File: config.mk
export PLATFORM = sky130hd
export DESIGN_NAME = mipsCore
export DESIGN_NICKNAME = d
export VERILOG_FILES = /design/src/source/mipsPkg.sv /design/src/source/mipsCore.sv /design/src/source/writeBack.sv /design/src/source/pcNext.sv /design/src/source/aluExecute.sv /design/src/source/regFile.sv /design/src/source/instDecode.sv
export SDC_FILE = /design/constraint.sdc
export NUM_CORES = 2
export LEC_CHECK = 0
export ABC_CLOCK_PERIOD_IN_PS = 7970
export BUFFER_PORTS_ARGS = -buffer_cell sky130_fd_sc_hd__buf_2
export CAP_MARGIN = 20
export CORE_MARGIN = 2
export CORE_UTILIZATION = 40
export DETAILED_ROUTE_END_ITERATION = 8
export PLACE_DENSITY_LB_ADDON = 0.05
export SYNTH_ARGS = -nofsm -noshare
export SYNTH_HDL_FRONTEND = slang
export SYNTH_SLANG_ARGS = --single-unit
File: constraint.sdc
create_clock -name clk -period 7.97 [get_ports clk]
set_input_delay 0.797 -clock clk [delete_from_list [all_inputs] [get_ports clk]]
set_output_delay 0.797 -clock clk [all_outputs]
set_load 0.01 [all_outputs]
File: src/source/mipsPkg.sv
/*
  MIPS core shared definitions
  opcode and function encodings, ALU operation codes
  and the instruction word with its R, I and J views
*/
package mipsPkg;

  // ==============================
  // basic words
  // ==============================
  typedef logic [31:0] word_t;
  typedef logic [4:0]  regAddr_t;

  // ==============================
  // opcodes, bits 31..26
  // ==============================
  localparam logic [5:0] opRType = 6'b000000;
  localparam logic [5:0] opJ     = 6'b000010;
  localparam logic [5:0] opJal   = 6'b000011;
  localparam logic [5:0] opBeq   = 6'b000100;
  localparam logic [5:0] opLw    = 6'b100011;
  localparam logic [5:0] opSw    = 6'b101011;

  // R-type function field, bits 5..0
  localparam logic [5:0] fnJr  = 6'b001000;
  localparam logic [5:0] fnAdd = 6'b100000;
  localparam logic [5:0] fnSub = 6'b100010;
  localparam logic [5:0] fnAnd = 6'b100100;
  localparam logic [5:0] fnOr  = 6'b100101;
  localparam logic [5:0] fnSlt = 6'b101010;

  // internal ALU operation select
  typedef enum logic [2:0] {
    aluAdd = 3'd0,
    aluSub = 3'd1,
    aluAnd = 3'd2,
    aluOr  = 3'd3,
    aluSlt = 3'd4
  } aluOp_t;

  // ==============================
  // instruction word, three formats
  // ==============================
  typedef union packed {
    struct packed {
      logic [5:0] op;
      regAddr_t   rs;
      regAddr_t   rt;
      regAddr_t   rd;
      logic [4:0] shamt;
      logic [5:0] funct;
    } rFmt;
    struct packed {
      logic [5:0]  op;
      regAddr_t    rs;
      regAddr_t    rt;
      logic [15:0] imm;
    } iFmt;
    struct packed {
      logic [5:0]  op;
      logic [25:0] target;
    } jFmt;
  } instWord_t;

endpackage
File: src/source/mipsCore.sv
/*
  Single-cycle MIPS core
  one instruction per clock, combinational instruction port,
  SRAM-style data port with active-low enables
*/
`timescale 1ns/100ps

module mipsCore #(
  parameter int             DataAddrWidth = 7,
  parameter mipsPkg::word_t ResetPc       = '0
) (
  input  logic                     clk,
  input  logic                     rst,
  input  mipsPkg::instWord_t       inst,
  input  mipsPkg::word_t           memReadData,
  output mipsPkg::word_t           instAddr,
  output logic                     memCen,
  output logic                     memWen,
  output logic [DataAddrWidth-1:0] memAddr,
  output mipsPkg::word_t           memWriteData,
  output mipsPkg::word_t           rfWriteData
);

  // decode controls
  logic            regDst;
  logic            aluSrc;
  logic            memToReg;
  logic            regWrite;
  logic            memRead;
  logic            memWrite;
  logic            jump;
  logic            branch;
  logic            jr;
  logic            isJal;
  mipsPkg::aluOp_t aluOp;

  // datapath
  mipsPkg::word_t    rsData;
  mipsPkg::word_t    rtData;
  mipsPkg::word_t    aluResult;
  logic              aluZero;
  mipsPkg::word_t    pc;
  mipsPkg::word_t    pcPlus4;
  mipsPkg::regAddr_t wrAddr;
  mipsPkg::word_t    wrData;

  // ==============================
  // decode
  // ==============================
  instDecode decodeInst (
    .inst(inst), .regDst(regDst), .aluSrc(aluSrc), .memToReg(memToReg),
    .regWrite(regWrite), .memRead(memRead), .memWrite(memWrite),
    .jump(jump), .branch(branch), .jr(jr), .isJal(isJal), .aluOp(aluOp)
  );

  // rs/rt fields sit at the same place in R and I formats
  regFile regsInst (
    .clk(clk), .rst(rst), .regWrite(regWrite),
    .rsAddr(inst.rFmt.rs), .rtAddr(inst.rFmt.rt),
    .wrAddr(wrAddr), .wrData(wrData), .rsData(rsData), .rtData(rtData)
  );

  // ==============================
  // execute and next pc
  // ==============================
  aluExecute aluInst (
    .rsData(rsData), .rtData(rtData), .imm(inst.iFmt.imm), .aluSrc(aluSrc),
    .aluOp(aluOp), .aluResult(aluResult), .aluZero(aluZero)
  );

  pcNext #(.ResetPc(ResetPc)) pcInst (
    .clk(clk), .rst(rst), .jump(jump), .branch(branch), .jr(jr),
    .aluZero(aluZero), .rsData(rsData), .imm(inst.iFmt.imm),
    .target(inst.jFmt.target), .pc(pc), .pcPlus4(pcPlus4)
  );

  // ==============================
  // result and memory
  // ==============================
  writeBack #(.DataAddrWidth(DataAddrWidth)) wbInst (
    .rst(rst), .regDst(regDst), .memToReg(memToReg), .isJal(isJal),
    .memRead(memRead), .memWrite(memWrite),
    .rtAddr(inst.rFmt.rt), .rdAddr(inst.rFmt.rd),
    .aluResult(aluResult), .memReadData(memReadData), .pcPlus4(pcPlus4),
    .rtData(rtData), .wrAddr(wrAddr), .wrData(wrData),
    .memCen(memCen), .memWen(memWen), .memAddr(memAddr),
    .memWriteData(memWriteData)
  );

  // fetch address is the pc itself
  assign instAddr = pc;

  // observation tap of the register write value
  assign rfWriteData = wrData;

endmodule

File: src/source/writeBack.sv
/*
  Result select and data memory port
  destination register and write-back value,
  active-low SRAM controls and word address
*/
`timescale 1ns/100ps

module writeBack #(
  parameter int DataAddrWidth = 7
) (
  input  logic                     rst,
  input  logic                     regDst,
  input  logic                     memToReg,
  input  logic                     isJal,
  input  logic                     memRead,
  input  logic                     memWrite,
  input  mipsPkg::regAddr_t        rtAddr,
  input  mipsPkg::regAddr_t        rdAddr,
  input  mipsPkg::word_t           aluResult,
  input  mipsPkg::word_t           memReadData,
  input  mipsPkg::word_t           pcPlus4,
  input  mipsPkg::word_t           rtData,
  output mipsPkg::regAddr_t        wrAddr,
  output mipsPkg::word_t           wrData,
  output logic                     memCen,
  output logic                     memWen,
  output logic [DataAddrWidth-1:0] memAddr,
  output mipsPkg::word_t           memWriteData
);

  // ==============================
  // register write-back
  // ==============================
  // jal links to r31, R-type writes rd, loads write rt
  assign wrAddr = isJal ? 5'd31 : (regDst ? rdAddr : rtAddr);
  assign wrData = isJal ? pcPlus4 : (memToReg ? memReadData : aluResult);

  // ==============================
  // data memory
  // ==============================
  // both strobes parked high while in reset
  assign memCen = !(rst && (memRead || memWrite));
  assign memWen = !(rst && memWrite);

  // byte address -> word index, low two bits dropped
  assign memAddr      = aluResult[DataAddrWidth+1:2];
  assign memWriteData = rtData;

  // a write strobe without chip enable would be lost by the SRAM
  always_comb begin
    assert (memWen || !memCen) else $error("writeBack: memWen low with memCen high");
  end

endmodule

File: src/source/pcNext.sv
/*
  Program counter
  PC register with next-address selection
  for sequential flow, beq, j/jal and jr
*/
`timescale 1ns/100ps

module pcNext #(
  parameter mipsPkg::word_t ResetPc = '0
) (
  input  logic           clk,
  input  logic           rst,
  input  logic           jump,
  input  logic           branch,
  input  logic           jr,
  input  logic           aluZero,
  input  mipsPkg::word_t rsData,
  input  logic [15:0]    imm,
  input  logic [25:0]    target,
  output mipsPkg::word_t pc,
  output mipsPkg::word_t pcPlus4
);

  mipsPkg::word_t pcReg;
  mipsPkg::word_t jumpAddr;
  mipsPkg::word_t branchAddr;
  mipsPkg::word_t pcNextVal;

  assign pcPlus4 = pcReg + 32'd4;

  // region bits come from the next instruction address
  assign jumpAddr = {pcPlus4[31:28], target, 2'b00};

  // word offset, sign-extended and scaled to bytes
  assign branchAddr = pcPlus4 + {{14{imm[15]}}, imm, 2'b00};

  // ==============================
  // next pc, jump wins over branch over jr
  // ==============================
  always_comb begin
    if (jump) begin
      pcNextVal = jumpAddr;
    end else if (branch && aluZero) begin
      pcNextVal = branchAddr;
    end else if (jr) begin
      pcNextVal = rsData;
    end else begin
      pcNextVal = pcPlus4;
    end
  end

  always_ff @(posedge clk or negedge rst) begin
    if (!rst) begin
      pcReg <= ResetPc;
    end else begin
      pcReg <= pcNextVal;
    end
  end

  assign pc = pcReg;

  // jr target and reset value must keep fetches on word boundaries
  pcAligned: assert property (@(posedge clk) disable iff (!rst) pc[1:0] == 2'b00);

endmodule

File: src/source/aluExecute.sv
/*
  Execute stage
  immediate sign extension, second operand select,
  add/sub/and/or/signed slt and the zero flag
*/
`timescale 1ns/100ps

module aluExecute (
  input  mipsPkg::word_t  rsData,
  input  mipsPkg::word_t  rtData,
  input  logic [15:0]     imm,
  input  logic            aluSrc,
  input  mipsPkg::aluOp_t aluOp,
  output mipsPkg::word_t  aluResult,
  output logic            aluZero
);

  mipsPkg::word_t immExt;
  mipsPkg::word_t opB;
  logic           lessThan;

  // ==============================
  // operands
  // ==============================
  // 16-bit offset widened with its sign
  assign immExt = {{16{imm[15]}}, imm};

  // lw/sw use the offset, the rest use rt
  assign opB = aluSrc ? immExt : rtData;

  // slt compares as two's complement
  assign lessThan = $signed(rsData) < $signed(opB);

  // ==============================
  // ALU
  // ==============================
  always_comb begin
    case (aluOp)
      mipsPkg::aluAdd: aluResult = rsData + opB;
      mipsPkg::aluSub: aluResult = rsData - opB;
      mipsPkg::aluAnd: aluResult = rsData & opB;
      mipsPkg::aluOr:  aluResult = rsData | opB;
      mipsPkg::aluSlt: aluResult = {31'd0, lessThan};
      default:         aluResult = '0;
    endcase
  end

  // raw zero test of the result
  // only beq looks at it, via pcNext
  assign aluZero = (aluResult == '0);

endmodule

File: src/source/regFile.sv
/*
  Register file
  31 general registers, r0 hard-wired to zero,
  two combinational read ports and one write port
*/
`timescale 1ns/100ps

module regFile (
  input  logic              clk,
  input  logic              rst,
  input  logic              regWrite,
  input  mipsPkg::regAddr_t rsAddr,
  input  mipsPkg::regAddr_t rtAddr,
  input  mipsPkg::regAddr_t wrAddr,
  input  mipsPkg::word_t    wrData,
  output mipsPkg::word_t    rsData,
  output mipsPkg::word_t    rtData
);

  // no storage behind r0
  mipsPkg::word_t regs [1:31];

  // ==============================
  // write port
  // ==============================
  always_ff @(posedge clk or negedge rst) begin
    if (!rst) begin
      for (int i = 1; i < 32; i++) begin
        regs[i] <= '0;
      end
    end else if (regWrite && (wrAddr != 5'd0)) begin
      // writes to r0 just fall away
      regs[wrAddr] <= wrData;
    end
  end

  // ==============================
  // read ports
  // ==============================
  // new value visible only after the edge, no bypass
  assign rsData = (rsAddr == 5'd0) ? '0 : regs[rsAddr];
  assign rtData = (rtAddr == 5'd0) ? '0 : regs[rtAddr];

  // r0 reads stay zero whatever was written to it earlier
  rsZero: assert property (@(posedge clk) disable iff (!rst)
    (rsAddr == 5'd0) |-> (rsData == '0));
  rtZero: assert property (@(posedge clk) disable iff (!rst)
    (rtAddr == 5'd0) |-> (rtData == '0));

endmodule

File: src/source/instDecode.sv
/*
  Instruction decode
  opcode and function field to datapath controls
  and ALU operation in a single combinational step
*/
`timescale 1ns/100ps

module instDecode (
  input  mipsPkg::instWord_t inst,
  output logic               regDst,
  output logic               aluSrc,
  output logic               memToReg,
  output logic               regWrite,
  output logic               memRead,
  output logic               memWrite,
  output logic               jump,
  output logic               branch,
  output logic               jr,
  output logic               isJal,
  output mipsPkg::aluOp_t    aluOp
);

  always_comb begin
    // defaults give no writes and sequential flow
    regDst   = 1'b0;
    aluSrc   = 1'b0;
    memToReg = 1'b0;
    regWrite = 1'b0;
    memRead  = 1'b0;
    memWrite = 1'b0;
    jump     = 1'b0;
    branch   = 1'b0;
    jr       = 1'b0;
    isJal    = 1'b0;
    aluOp    = mipsPkg::aluAdd;

    case (inst.rFmt.op)
      mipsPkg::opRType: begin
        // rd destination unless funct turns out unusable
        regDst   = 1'b1;
        regWrite = 1'b1;
        case (inst.rFmt.funct)
          mipsPkg::fnAdd: aluOp = mipsPkg::aluAdd;
          mipsPkg::fnSub: aluOp = mipsPkg::aluSub;
          mipsPkg::fnAnd: aluOp = mipsPkg::aluAnd;
          mipsPkg::fnOr:  aluOp = mipsPkg::aluOr;
          mipsPkg::fnSlt: aluOp = mipsPkg::aluSlt;
          mipsPkg::fnJr: begin
            // jr only redirects, nothing written back
            regDst   = 1'b0;
            regWrite = 1'b0;
            jr       = 1'b1;
          end
          default: begin
            regDst   = 1'b0;
            regWrite = 1'b0;
          end
        endcase
      end
      mipsPkg::opLw: begin
        // address = rs + sext(imm)
        aluSrc   = 1'b1;
        memToReg = 1'b1;
        regWrite = 1'b1;
        memRead  = 1'b1;
      end
      mipsPkg::opSw: begin
        aluSrc   = 1'b1;
        memWrite = 1'b1;
      end
      mipsPkg::opBeq: begin
        // equal when rs - rt is zero
        branch = 1'b1;
        aluOp  = mipsPkg::aluSub;
      end
      mipsPkg::opJ: begin
        jump = 1'b1;
      end
      mipsPkg::opJal: begin
        // link to r31, address picked in write-back
        jump     = 1'b1;
        isJal    = 1'b1;
        regWrite = 1'b1;
      end
      default: ;
    endcase
  end

  // pc selection in pcNext relies on one redirect source at a time
  always_comb begin
    assert ($onehot0({jump, branch, jr}))
      else $error("instDecode: more than one redirect for op %h", inst.rFmt.op);
  end

endmodule

==> results.sh <==
export IMPL_status="finished clean"
export IMPL_max_cap_violations=0
export IMPL_clock_root_buffer="clkbuf_16"
export IMPL_numPlacedInstances=7802
export IMPL_maxSlewHeadroom=0.261
export IMPL_yosys_top_cells_area="dfrtp_1, mux4_2, o21ai_0"
export IMPL_finalWorstPathRequiredPeriod_ns=7.72
export IMPL_routedWlPerCell_um=30.2
export IMPL_fin_worst_skew_ns=0.0744
export IMPL_grt_pass1_wl_mm=352
export IMPL_tritoncts="yes"
export IMPL_place_detailed_hpwl_mm=161
export IMPL_buffer_ports_inserted=170
export IMPL_worstPathMaxFanout=51
export IMPL_finalWirelength_mm=242
export IMPL_cts_max_path_buffers=3
export IMPL_cts_buffers_inserted=117
export IMPL_power_leakage_uw=0.0308
export IMPL_netlist_instances=5840
export IMPL_synthMostInstantiatedCell="dfrtp_1"
export IMPL_final_core_utilization=0.459
export IMPL_report_final_setup_viol=0
export IMPL_final_period_utilization=0.968
export IMPL_crit_start="inst[22]"
export IMPL_synth_yosys_seq_area_share=0.421
export IMPL_worst_min_delay_path_category="input port to flop"
export IMPL_yosysTopAreaCellShare=0.421
export IMPL_layout_cells_sized_above_1=0.238
export IMPL_drt_iter0_drc=4368
export IMPL_grt_overflow_total=0
export IMPL_crit_path_required_time_ns=7.17
export IMPL_io_pins=171
export IMPL_route_antenna_remaining_nets=0
export IMPL_detail_route_first_pass_iterations=6
export IMPL_worstSetupPathType="input port to primary output"
export IMPL_fin_tns_setup_ns=0
export IMPL_synthFlopType="dfrtp_1"
export IMPL_clock_fmax_mhz=130
export IMPL_syn_area_um2=60900
export IMPL_hold_path_startpoint="inst[0]"
export IMPL_worst_ep_arrival_time_ns=6.92
export IMPL_power_per_cell_area_nw_per_um2=201
export IMPL_synthesis_yosys_warnings=0
export IMPL_first_global_vias=47200
export IMPL_clkSinkCount=1024
export IMPL_timing_critical_path_to_type="primary output"
export IMPL_dieHeight_um=394
export IMPL_areaGrowthSynthToFinish_pct=14.2
export IMPL_syn_avg_cell_area_um2=10.4
export IMPL_globalplace_congestion=0.961
export IMPL_cts_reportedPaths_clkPinSlew_ns=0.08
export IMPL_final_max_slew_viol_count=0
export IMPL_largest_net_degree_at_the_start_of_global_routing=172
export IMPL_post_route_drc_count=0
export IMPL_ys_ff_latch=1024
export IMPL_placementRows=143
export IMPL_finish_instance_area_um2=69500
export IMPL_cp_start_kind="input port"
export IMPL_synth_nets=6034
export IMPL_grt_antenna_before_repair=10
export IMPL_synth_edff_count=0
export IMPL_clock_insertion_delay_worst_skew_ns=0.78
export IMPL_start_util=0.402
export IMPL_postSynth_asyncResetShare=1.00
export IMPL_cts_h_tree_depth=3
export IMPL_route_vias_total=48000
export IMPL_hold_viol=0
export IMPL_power_ir_vdd_worst_v=0.000187
export IMPL_post_synth_most_frequent_cells="dfrtp_1, nor2_1, nand2_1"
export IMPL_critical_path_reg2reg_startpoint="regsInst.regs[544]"
export IMPL_worst_slew_pin_slew_ns=1.11
export IMPL_yosysTopAreaCell="dfrtp_1"
export IMPL_ys_types=94
export IMPL_drt_vias_per_instance=5.99
export IMPL_finalNetCount=6089
export IMPL_gr_usage_all_layers=0.311
export IMPL_fp_dieArea_um2=155000
export IMPL_placedInstanceArea_um2=65400
export IMPL_floorplan_die_width_um=394
export IMPL_final_cells=8020
export IMPL_core_area_um2=152000
flip-flops by register name, summed over array words and instances, names as in the netlist:
| register | cells |
|---|---|
| regsInst.regs | 992 |
| pcInst.pc | 32 |
per-layer routing:
layer	vias to the layer above	GRT usage	wire length (µm)
met5	-	0	47
li1	21300	-	-
met4	6	0.0887	7630
met1	24800	0.445	108000
met2	1558	0.486	112000
met3	353	0.0544	15000
cell families (layout without fill, tap and decap cells):
| logic type | Yosys count | count (layout) | synth area share |
|---|---|---|---|
| muxes | 770 | 770 | 0.242 |
| and+or+nand+nor | 1593 | 1593 | 0.109 |
| DFF | 1024 | 1024 | 0.421 |
| xor gates and xnor gates | 75 | 75 | 0.0108 |
| buffers and inverters | 714 | 857 | 0.0455 |
| adders and majority gates | 128 | 128 | 0.0267 |
| other | 0 | 7 | 0 |
| AOI/OAI and AO/OA | 1536 | 1536 | 0.145 |
stage by stage:
| stage | power [µW] | worst slack, ns | hold slack, ns |
|---|---|---|---|
| after CTS | 14000 | 0.0500 | 0.443 |
| after global placement | 8450 | -0.561 | 0.473 |
| after floorplan | 7290 | 0.00258 | 0.461 |
| after global routing | 14500 | -0.0229 | 0.478 |
| after detailed placement | 8440 | -0.412 | 0.485 |
| final | 14000 | 0.252 | 0.491 |
power by group:
group / internal [µW] / switching, µW
Clock: 3200 / 2370
Sequential: 5410 / 229
Combinational: 1030 / 1730
path summary, 6_finish.rpt:
| kind | end | slack, ns | cells after the start |
|---|---|---|---|
| setup / recovery | rfWriteData[30] | 0.25 | 23 |
| hold / removal | pcInst.pc[2] | 0.49 | 3 |
| setup reg to reg | pcInst.pc[27] | 1.43 | 21 |
| hold reg to reg | regsInst.regs[774] | 0.49 | 2 |
| max in group asynchronous | regsInst.regs[392] | 5.05 | 4 |
| min in group asynchronous | regsInst.regs[205] | 0.58 | 2 |
critical path: stages:
cell      delay [ns]
buf_8           0.35
buf_12          0.37
buf_4           0.62
buf_4           0.42
mux4_2          0.36
mux4_2          0.46
mux2i_1         0.26
buf_4           0.22
inv_1           0.07
ha_1            0.36
a21oi_1         0.23
buf_4           0.17
nand2b_1        0.07
a211oi_1        0.52
o41ai_1         0.24
nor4_1          0.20
a21oi_1         0.07
o41a_1          0.15
a311oi_1        0.27
buf_4           0.16
a21oi_4         0.04
inv_2           0.19
buf_2           0.17
what timing repair did:
action | CTS | global route
endpoints found under the hold margin | 19 | 0
setup buffers | 0 | 0
setup endpoints to repair | 5 | 9
gates cloned | 0 | 2
pin swaps | 0 | 0
hold buffers | 1 | 0
resized for setup | 5 | 21
cells in the final DEF (no fill, tap or decap), types with 33 or more instances in the layout:
| cell type | instances |
|---|---|
| nand2_1 | 635 |
| buf_2 | 161 |
| nor3_1 | 37 |
| inv_1 | 175 |
| mux4_2 | 552 |
| and2_1 | 36 |
| buf_12 | 34 |
| mux2_2 | 106 |
| xnor2_1 | 52 |
| dfrtp_1 | 1024 |
| o21ai_0 | 586 |
| clkbuf_16 | 120 |
| a22o_1 | 33 |
| a21oi_1 | 560 |
| clkbuf_8 | 36 |
| ha_1 | 125 |
| mux2i_1 | 105 |
| o211ai_1 | 38 |
| nand3_1 | 47 |
| nor2_1 | 660 |
| a211oi_1 | 39 |
| buf_4 | 259 |
area by class of cell:
| class | count | area, µm² |
|---|---|---|
| Multi-Input combinational cell | 4102 | 33000 |
| Sequential cell | 1024 | 25600 |
| Timing Repair Buffer | 471 | 3720 |
| Clock inverter | 31 | 379 |
| Fill cell | 14400 | 82000 |
| Inverter | 179 | 678 |
| Clock buffer | 176 | 3530 |
| Tap cell | 2030 | 2540 |
| Antenna cell | 7 | 17.5 |
(Power assumes the default switching activity.)
